[src/hdl/fsync_cfg_pkg.sv]
// Fractal sync remote RF configuration
// Field widths, width typedefs and the per-level signature offset table
// used to flatten a (level, id) pair into a register index

`default_nettype none

package fsync_cfg_pkg;

  localparam int unsigned LEVEL_WIDTH    = 2;  // Synchronization level
  localparam int unsigned ID_WIDTH       = 3;  // Barrier id
  localparam int unsigned LOCAL_ID_WIDTH = 2;  // Id without its lowest bit
  localparam int unsigned SD_WIDTH       = 2;  // Back-routing mask
  localparam int unsigned N_REGS         = 10; // RF entries
  localparam int unsigned SIG_WIDTH      = 4;  // Flat register index
  localparam int unsigned SIG_LUT_WIDTH  = 5;  // Untruncated signature

  localparam int unsigned N_LEVELS = 2**LEVEL_WIDTH;

  typedef logic [LEVEL_WIDTH-1:0]    level_t;
  typedef logic [ID_WIDTH-1:0]       id_t;
  typedef logic [LOCAL_ID_WIDTH-1:0] local_id_t;
  typedef logic [SD_WIDTH-1:0]       sd_t;
  typedef logic [SIG_WIDTH-1:0]      sig_t;
  typedef logic [SIG_LUT_WIDTH-1:0]  sig_full_t;

  // First signature of each level, plus one sentinel entry that closes
  // the range of the highest level
  localparam sig_full_t SIG_OFFSET [N_LEVELS+1] = '{
    5'd0,  // One barrier on level 0
    5'd1,  // One barrier on level 1
    5'd2,  // Four barriers on level 2
    5'd6,  // Four barriers on level 3
    5'd10  // Sentinel
  };

endpackage : fsync_cfg_pkg

`default_nettype wire

[src/hdl/fsync_pipe_pkg.sv]
// Fractal sync remote RF pipeline payloads
// Packed structs carrying one port's request and response between the
// signature, conflict and register stages

`default_nettype none

package fsync_pipe_pkg;

  import fsync_cfg_pkg::*;

  // External request of one port
  typedef struct packed {
    level_t level;  // Synchronization level
    id_t    id;     // Barrier id
    sd_t    sd;     // Source/destination mask
    logic   check;  // Check RF for a response
    logic   set;    // Set RF with a request
  } port_req_t;

  // Signature stage output
  typedef struct packed {
    local_id_t local_id;   // For duplicate detection
    sig_t      sig;        // Flat RF index
    logic      sig_valid;  // Index inside level range
    sd_t       sd;
    logic      check;
    logic      set;
  } sig_req_t;

  // Conflict stage output, strobes already gated
  typedef struct packed {
    sig_t sig;
    logic sig_valid;
    sd_t  sd;      // Merged mask on a bypassed port
    logic check;
    logic set;
    logic bypass;  // Lower port of a same-cycle pair
    logic ignore;  // Higher port of a same-cycle pair
  } rf_req_t;

  // External response of one port
  typedef struct packed {
    logic present;  // Entry found in RF
    sd_t  sd;       // Back-routing destinations
    logic sig_err;  // Signature out of range
    logic bypass;
    logic ignore;
  } port_rsp_t;

endpackage : fsync_pipe_pkg

`default_nettype wire

[src/hdl/fsync_conflict_stage.sv]
// Fractal sync conflict stage
// Finds ports in the same cycle that target the same local id. The lower
// port is bypassed and carries the merged sd, the higher one is ignored.
// Gates the RF strobes accordingly and registers the result

`timescale 1ns/1ps
`default_nettype none

module fsync_conflict_stage #(
  parameter int unsigned N_PORTS = 2
) (
  input  wire                            clk_i,
  input  wire                            rst_n_i,
  input  fsync_pipe_pkg::sig_req_t sig_req_i [N_PORTS],
  output fsync_pipe_pkg::rf_req_t  rf_req_o  [N_PORTS]
);

  import fsync_cfg_pkg::*;
  import fsync_pipe_pkg::*;

  logic [N_PORTS-1:0] active;     // Port has check or set
  logic [N_PORTS-1:0] bypass;
  logic [N_PORTS-1:0] ignore;
  sd_t                sd_merged [N_PORTS];
  rf_req_t            rf_req_d  [N_PORTS];

  always_comb begin : active_calc
    for (int unsigned i = 0; i < N_PORTS; i++) begin
      active[i] = sig_req_i[i].check | sig_req_i[i].set;
    end
  end

  // Ports resolve in ascending order and pair with the first matching higher port
  always_comb begin : pair_resolve
    logic matched;
    bypass  = '0;
    ignore  = '0;
    matched = 1'b0;
    for (int unsigned i = 0; i < N_PORTS; i++) begin
      sd_merged[i] = sig_req_i[i].sd;
    end
    for (int unsigned i = 0; i + 1 < N_PORTS; i++) begin
      matched = 1'b0;
      if (active[i] && !ignore[i]) begin
        for (int unsigned j = i + 1; j < N_PORTS; j++) begin
          if (!matched && active[j] &&
              (sig_req_i[i].local_id == sig_req_i[j].local_id)) begin
            matched      = 1'b1;
            bypass[i]    = 1'b1;
            ignore[j]    = 1'b1;
            sd_merged[i] = sig_req_i[i].sd | sig_req_i[j].sd;  // Both destinations
          end
        end
      end
    end
  end

  always_comb begin : strobe_gate
    for (int unsigned i = 0; i < N_PORTS; i++) begin
      rf_req_d[i].sig       = sig_req_i[i].sig;
      rf_req_d[i].sig_valid = sig_req_i[i].sig_valid;
      rf_req_d[i].sd        = sd_merged[i];
      rf_req_d[i].check     = sig_req_i[i].check & ~(bypass[i] | ignore[i]);  // Pair answered locally
      rf_req_d[i].set       = sig_req_i[i].set & ~ignore[i];
      rf_req_d[i].bypass    = bypass[i];
      rf_req_d[i].ignore    = ignore[i];
    end
  end

  always_ff @(posedge clk_i or negedge rst_n_i) begin : stage_reg
    if (!rst_n_i) begin
      for (int unsigned i = 0; i < N_PORTS; i++) begin
        rf_req_o[i] <= '0;
      end
    end else begin
      for (int unsigned i = 0; i < N_PORTS; i++) begin
        rf_req_o[i] <= rf_req_d[i];
      end
    end
  end

endmodule : fsync_conflict_stage

`default_nettype wire

[src/hdl/fsync_dm_rf.sv]
// Fractal sync directly mapped barrier register file
// One entry per signature holding a present bit and an sd mask.
// Set and check requests are applied port by port in ascending order,
// and all response fields leave through one register

`timescale 1ns/1ps
`default_nettype none

module fsync_dm_rf #(
  parameter int unsigned N_PORTS = 2
) (
  input  wire                             clk_i,
  input  wire                             rst_n_i,
  input  fsync_pipe_pkg::rf_req_t   rf_req_i [N_PORTS],
  output fsync_pipe_pkg::port_rsp_t rsp_o    [N_PORTS]
);

  import fsync_cfg_pkg::*;
  import fsync_pipe_pkg::*;

  logic [N_REGS-1:0] present_q;    // Entry holds a pending barrier
  logic [N_REGS-1:0] present_d;
  sd_t               sd_q [N_REGS];  // Stored destinations
  sd_t               sd_d [N_REGS];
  port_rsp_t         rsp_d [N_PORTS];

  // Later ports see the updates of earlier ports in the same cycle
  always_comb begin : rf_update
    sig_t idx;
    idx       = '0;
    present_d = present_q;
    sd_d      = sd_q;
    for (int unsigned i = 0; i < N_PORTS; i++) begin
      idx              = rf_req_i[i].sig;
      rsp_d[i].present = 1'b0;
      rsp_d[i].sd      = '0;
      rsp_d[i].sig_err = ~rf_req_i[i].sig_valid;
      rsp_d[i].bypass  = rf_req_i[i].bypass;
      rsp_d[i].ignore  = rf_req_i[i].ignore;
      if (rf_req_i[i].sig_valid) begin  // Bad index leaves array alone
        if (rf_req_i[i].set) begin
          if (present_d[idx]) begin  // Partner already arrived
            rsp_d[i].present = 1'b1;
            rsp_d[i].sd      = sd_d[idx] | rf_req_i[i].sd;
            present_d[idx]   = 1'b0;
          end else begin  // Park the first arrival
            present_d[idx] = 1'b1;
            sd_d[idx]      = rf_req_i[i].sd;
          end
        end else if (rf_req_i[i].check) begin
          if (present_d[idx]) begin
            rsp_d[i].present = 1'b1;
            rsp_d[i].sd      = sd_d[idx];
            present_d[idx]   = 1'b0;  // Consumed by the check
          end
        end
      end
    end
  end

  always_ff @(posedge clk_i or negedge rst_n_i) begin : present_reg
    if (!rst_n_i) begin
      present_q <= '0;
    end else begin
      present_q <= present_d;
    end
  end

  always_ff @(posedge clk_i or negedge rst_n_i) begin : sd_reg
    if (!rst_n_i) begin
      for (int unsigned r = 0; r < N_REGS; r++) begin
        sd_q[r] <= '0;
      end
    end else begin
      sd_q <= sd_d;
    end
  end

  always_ff @(posedge clk_i or negedge rst_n_i) begin : rsp_reg
    if (!rst_n_i) begin
      for (int unsigned i = 0; i < N_PORTS; i++) begin
        rsp_o[i] <= '0;
      end
    end else begin
      for (int unsigned i = 0; i < N_PORTS; i++) begin
        rsp_o[i] <= rsp_d[i];
      end
    end
  end

endmodule : fsync_dm_rf

`default_nettype wire

[src/hdl/fsync_remote_rf.sv]
// Fractal sync remote register file, top level
// Chains signature generation, same-cycle conflict resolution with a
// stage register, and the directly mapped RF with registered
// responses. Fixed latency of two cycles

`timescale 1ns/1ps
`default_nettype none

module fsync_remote_rf #(
  parameter int unsigned N_PORTS = 2
) (
  input  wire                             clk_i,
  input  wire                             rst_n_i,
  input  fsync_pipe_pkg::port_req_t req_i [N_PORTS],
  output fsync_pipe_pkg::port_rsp_t rsp_o [N_PORTS]
);

  import fsync_pipe_pkg::*;

  sig_req_t sig_req [N_PORTS];  // Stage 1 to 2, combinational
  rf_req_t  rf_req  [N_PORTS];  // Stage 2 to 3, registered

  fsync_sig_gen #(
    .N_PORTS   ( N_PORTS )
  ) u_sig_gen (
    .req_i     ( req_i   ),
    .sig_req_o ( sig_req )
  );

  fsync_conflict_stage #(
    .N_PORTS   ( N_PORTS )
  ) u_conflict (
    .clk_i     ( clk_i   ),
    .rst_n_i   ( rst_n_i ),
    .sig_req_i ( sig_req ),
    .rf_req_o  ( rf_req  )
  );

  fsync_dm_rf #(
    .N_PORTS  ( N_PORTS )
  ) u_dm_rf (
    .clk_i    ( clk_i   ),
    .rst_n_i  ( rst_n_i ),
    .rf_req_i ( rf_req  ),
    .rsp_o    ( rsp_o   )
  );

endmodule : fsync_remote_rf

`default_nettype wire

[src/hdl/fsync_sig_gen.sv]
// Fractal sync signature generator
// Maps each port's level and id to a flat RF index through the level
// offset table and flags indices outside the range of their level.
// Purely combinational

`timescale 1ns/1ps
`default_nettype none

module fsync_sig_gen #(
  parameter int unsigned N_PORTS = 2
) (
  input  fsync_pipe_pkg::port_req_t req_i     [N_PORTS],
  output fsync_pipe_pkg::sig_req_t  sig_req_o [N_PORTS]
);

  import fsync_cfg_pkg::*;
  import fsync_pipe_pkg::*;

  local_id_t local_id  [N_PORTS];
  sig_full_t sig_full  [N_PORTS];  // Before truncation
  sig_full_t sig_limit [N_PORTS];  // First index of next level

  always_comb begin : sig_calc
    for (int unsigned i = 0; i < N_PORTS; i++) begin
      local_id[i]  = req_i[i].id[ID_WIDTH-1:1];  // Drop pairing bit
      sig_full[i]  = SIG_OFFSET[req_i[i].level] + sig_full_t'(local_id[i]);
      sig_limit[i] = SIG_OFFSET[int'(req_i[i].level) + 1];
    end
  end

  always_comb begin : sig_pack
    for (int unsigned i = 0; i < N_PORTS; i++) begin
      sig_req_o[i].local_id  = local_id[i];
      sig_req_o[i].sig       = sig_t'(sig_full[i]);
      // Must fit in RF and stay within own level
      sig_req_o[i].sig_valid = (sig_full[i] < sig_full_t'(N_REGS)) &&
                               (sig_full[i] < sig_limit[i]);
      sig_req_o[i].sd        = req_i[i].sd;
      sig_req_o[i].check     = req_i[i].check;
      sig_req_o[i].set       = req_i[i].set;
    end
  end

endmodule : fsync_sig_gen

`default_nettype wire

[config.mk]
export PLATFORM = sky130hd
export DESIGN_NAME = fsync_remote_rf
export DESIGN_NICKNAME = d
export VERILOG_FILES = /design/src/hdl/fsync_cfg_pkg.sv /design/src/hdl/fsync_pipe_pkg.sv /design/src/hdl/fsync_conflict_stage.sv /design/src/hdl/fsync_dm_rf.sv /design/src/hdl/fsync_remote_rf.sv /design/src/hdl/fsync_sig_gen.sv
export SDC_FILE = /design/constraint.sdc
export NUM_CORES = 1
export LEC_CHECK = 0
export BUFFER_PORTS_ARGS = -buffer_cell sky130_fd_sc_hd__clkbuf_2
export CAP_MARGIN = 5
export CORE_UTILIZATION = 40
export CTS_CLUSTER_DIAMETER = 120
export DETAILED_ROUTE_END_ITERATION = 10
export PLACE_DENSITY = 0.65
export SYNTH_ARGS = -nofsm -noshare
export SYNTH_HDL_FRONTEND = slang
export SYNTH_SLANG_ARGS = --single-unit
[constraint.sdc]
create_clock -name clk_i -period 7.71 [get_ports clk_i]
set_input_delay 1.542 -clock clk_i [delete_from_list [all_inputs] [get_ports clk_i]]
set_output_delay 1.542 -clock clk_i [all_outputs]
set_load 0.01 [all_outputs]
## After elaboration in Yosys (flattened, before gate mapping)

Memories as Yosys holds them, arrays and structs flattened.
Index checks and enable logic that the tools add are counted.

| storage, ports and cells | value |
|---|---|
| output and inout bits | 12 |
| bits in latches | 0 |
| memories kept | 4 |
| register bits after elaboration | 58 |
| memory bits (read-only) | 160 |
| bits in writable memories | 0 |

Memory list:

| name | words | width | rd ports | clocked after memory_dff | write ports | line | source |
|---|---|---|---|---|---|---|---|
| (name not given) | 8 | 5 | 1 | 0 | 0 | fsync_sig_gen.sv:26 | `sig_full[i] = SIG_OFFSET[req_i[i].level] + sig_full_t'(local_id[i]);` |
| (name not given) | 8 | 5 | 1 | 0 | 0 | fsync_sig_gen.sv:27 | `sig_limit[i] = SIG_OFFSET[int'(req_i[i].level) + 1];` |
| (name not given) | 8 | 5 | 1 | 0 | 0 | fsync_sig_gen.sv:26 |  |
| (name not given) | 8 | 5 | 1 | 0 | 0 | fsync_sig_gen.sv:27 |  |

| operators by class | value |
|---|---|
| add/sub/neg operators | 4 |
| div/mod/pow operators | 0 |
| eq/ne operators | 1 |
| shifts and indexed selects | 0 |
| order comparisons | 16 |
| reduce and logical (&&, ||, !) cells | 7 |
| multiply operators | 0 |
| mux-type cells | 58 |
| bitwise operators | 23 |

Operators with widths:

| operator | count |
|---|---|
| $mux W20 | 6 |
| $mux W10 | 10 |
| $ge A32 B4 Y1 const B | 2 |
| $not A32 Y32 | 2 |
| $bwmux W20 | 2 |
| $mux W5 | 8 |
| $mux W3 | 10 |
| $and A10 B10 Y10 | 2 |
| $not A10 Y10 | 2 |
| $or A10 B10 Y10 | 2 |
| $bmux W2 S4 | 2 |
| $demux W2 S4 | 2 |
| $mux W2 | 8 |
| $add A5 B2 Y5 | 2 |
| $ge A5 B5 Y1 const B | 2 |
| $lt A4 B5 Y1 const B | 2 |
| $lt A5 B1 Y1 const B | 2 |
| $lt A5 B4 Y1 const B | 2 |
| $lt A5 B5 Y1 | 2 |
| $not A4 Y5 | 2 |
| $bmux W1 S4 | 2 |
| $demux W1 S4 | 2 |
| $ge A3 B4 Y1 const B | 2 |
| $ge A4 B1 Y1 const B | 2 |
| 9 further kinds | 29 |

## Logic depth before layout (Yosys ltp)

| depth | value |
|---|---|
| word-level depth | 16 |
| gate-level depth with buffers | 10 |

## Modules after synthesis

A second synthesis with hierarchy kept.

| unflattened totals | value |
|---|---|
| cell total of the unflattened synthesis | 350 |
| area total of the unflattened synthesis | 3719.8 µm² |

By module, submodules not included:

| module | times used | area each (µm²) | cells an instance | sequential area each (µm²) |
|---|---|---|---|---|
| fsync_dm_rf | 1 | 2732.6 | 263 | 1051.0 |
| fsync_conflict_stage | 1 | 584.3 | 35 | 475.5 |
| fsync_sig_gen | 1 | 402.9 | 52 | 0.0 |

## Least setup slack after synthesis

Ideal clock, no wire load.

| timing path | value |
|---|---|
| path type | input to register |
| start point | input req_i[7] (netlist name) |
| end point | register u_conflict.rf_req_o[6] (netlist name) |
| buffers on the path | 0 |
| arrival | 3.153 ns |
| setup time | 0.066 ns |
| stages | 10 |
| slack | 4.490 ns |
| path through | nor2b_1 > ha_1 > inv_1 > fa_1 > inv_1 > ha_1 > o31a_1 > o21a_1 > o21ai_0 > and3b_1 |

RTL lines:

| what | line | source |
|---|---|---|
| start, declared | fsync_remote_rf.sv:14 | `input fsync_pipe_pkg::port_req_t req_i [N_PORTS],` |
| end signal, assigned by index | fsync_conflict_stage.sv:77 | `rf_req_o[i] <= rf_req_d[i];` |
| end, declared | fsync_conflict_stage.sv:15 | `output fsync_pipe_pkg::rf_req_t rf_req_o [N_PORTS]` |

==> out/results.ini <==
[sta]
fmax_ghz=0.314
skew_ns=0.00906
final_hold_viol_count=0
slew_violations=0
setup_violations=0
rsz0062_at_grt=false
setup_slack_ns=4.53
period_needed_ns=3.18
setup_tns_ns=0
maxSlewHeadroom=0.242
worstMarginPinSlew_ns=1.14
fin_crit_sh=0.412

[pwr]
p_per_area_nw_per_um2=279
vdd.ir_drop.worst_mv=0.131
p_leak_nw=1.94

[synth]
synthesis.area_um2=3890
ys_warn_count=0
synth_edf_count=0
synth_cells=402
synth_flop_cell=dfrtp_1
ys_ff_latch=58
avgSynthCellArea_um2=9.69
synth_cell_type_count=76
async_flop_share=1.00
yosysSeqAreaShare=0.373

[cts]
cts_resized=0
htree_levels=3
clk_latency_ns=0.34
clk_pin_slew_worst_paths_ns=0.07
cts.sinks=58
post_cts_buffers=0
ctsHoldBuffers=0
root_buffer=clkbuf_8
cts_tree=done
cts_made_buffers=9
clockBufferDepth=2

[cells_and_area]
drive_above_1_share=0.184
final_nets=452
antennaDiodeCount=0
fin_area_um2=4260
area_delta_synth_final_pct=9.35
final_common_cell=dfrtp_1
final_cells=554
fill_cells=900
final_cell_mix=58 x dfrtp_1, 39 x nor2_1, 37 x mux2i_1

[setup_path]
crit_path_top_delay_cell=dfrtp_1
crit_buf_inv=0
critPathArrivalTime_ns=3.39
worstPathRequired_ns=7.92
cp-end-kind=flip-flop
path_class=reg -> reg
crit_top_cell=mux2i_1
start_kind=flip-flop
crit_chain=mux2i_1 -> a22o_2 -> nor4_2 -> o2111ai_1 -> nor2_2 -> nand3_1 -> mux2i_1
critPathMaxStageDelay_ns=1.09
cp_top_family=flip-flops
cp_max_fo=24

[placed_design]
dp_cells=538
hpwl_mm=7.59
postPlaceCellArea_um2=4060
preCtsSetupSlack_ns=4.21
place_congestion=1.00
port_buffers=27

[routing]
dr.pass1.iters=6
drc=0
vias=3265
drtIter0Drc=336
ant_nets=0
wl_per_cell_um=18.8
wl_mm=10.4
viasPerCell=5.89

[floorplan]
die_y_um=101
start_util=0.418
row_count=35
core_region_area_um2=9330
chipWidth_um=101
ioPinCount=32
die_area_um2=10100

[global_route]
grt.overflow.total=0
grt_pass1_vias=3188
antenna_found_initial=0
grt_pass1_wl_mm=17.3
grtUsageTotal=0.227
grt_max_degree=59

[worst_hold_path]
min_path_type=reg -> reg

[status]
status=finished, final reports clean

[run]
drv_cap=0

## flip-flops by register name, indices dropped and copies added, names as in the netlist
signal / cells
u_dm_rf.sd_q: 20
u_conflict.rf_req_o: 19
u_dm_rf.present_q: 10
u_dm_rf.rsp_o: 9
## final timing paths
check	from	end	slack, ns	cells after the start
hold reg to reg	u_conflict.rf_req_o[12]	u_dm_rf.rsp_o[7]	0.35	0
hold / removal	u_conflict.rf_req_o[12]	u_dm_rf.rsp_o[7]	0.35	0
setup / recovery	u_conflict.rf_req_o[18]	u_dm_rf.sd_q[19]	4.53	7
min in group asynchronous	rst_n_i	u_dm_rf.sd_q[16]	1.34	2
max in group asynchronous	rst_n_i	u_conflict.rf_req_o[10]	5.89	2
setup reg to reg	u_conflict.rf_req_o[18]	u_dm_rf.sd_q[19]	4.53	7
## metrics by stage
stage           util  hold WS, ns  power (mW)
3_5_place_dp   0.436        0.342       0.900
6_report       0.457        0.352        1.19
2_1_floorplan      -        0.331       0.787
5_1_grt        0.457        0.369        1.27
3_3_place_gp   0.436        0.336       0.891
4_1_cts        0.457        0.359        1.18
## cells by family (layout without fill, tap and decap cells)
group                    count (synthesis)  after routing  share of synthesized area
multiplexers                            51             51                      0.149
AO/OA/AOI/OAI                           94             94                      0.168
XOR/XNOR                                 6              6                     0.0154
other                                    1              2                   0.000963
AND/OR/NAND/NOR                        138            138                      0.197
adder cells (fa/ha/maj)                 12             12                     0.0424
flip-flops                              58             58                      0.373
buffers and inverters                   42             64                     0.0549
## synthesized netlist by cell type (4+ instances only)
library cell	number	share of area
a21oi_1	20	0.026
dfrtp_1	58	0.37
nand2b_1	5	0.0080
xor2_1	5	0.011
clkbuf_1	6	0.0058
o311ai_0	4	0.0090
nand2_1	30	0.029
nor3_1	10	0.013
o22ai_1	4	0.0064
ha_1	10	0.032
mux4_2	4	0.023
nor2b_1	9	0.014
a21o_1	4	0.0077
a31oi_1	7	0.011
mux2i_1	37	0.095
inv_1	20	0.019
o21a_1	4	0.0077
buf_4	8	0.015
nor2_1	39	0.038
mux2_2	8	0.023
nand3_1	14	0.018
o21ai_0	21	0.027
## power by group
part	switching (mW)	internal, mW	total, mW
registers	0.0997	0.393	0.492
logic	0.222	0.191	0.413
clock network	0.132	0.150	0.282
## area by class of cell
class / count / area [um^2] / share of cell area
multi-input combinational: 303 / 2230 / 0.524
sequential: 58 / 1450 / 0.341
tap: 129 / 161 / 0.0379
timing repair buffer: 28 / 143 / 0.0335
clock buffer: 10 / 128 / 0.0300
inverter: 20 / 75.1 / 0.0176
clock inverter: 6 / 67.6 / 0.0159
## metal layers
metal  vias to the layer above  share of wire  global-route usage
met5                         -              0                   0
met4                         0          0.025              0.0702
li1                       1498              -                   -
met1                      1596           0.46               0.329
met3                        24          0.061              0.0541
met2                       147           0.45               0.334
Power figures use the tool's default switching activity.
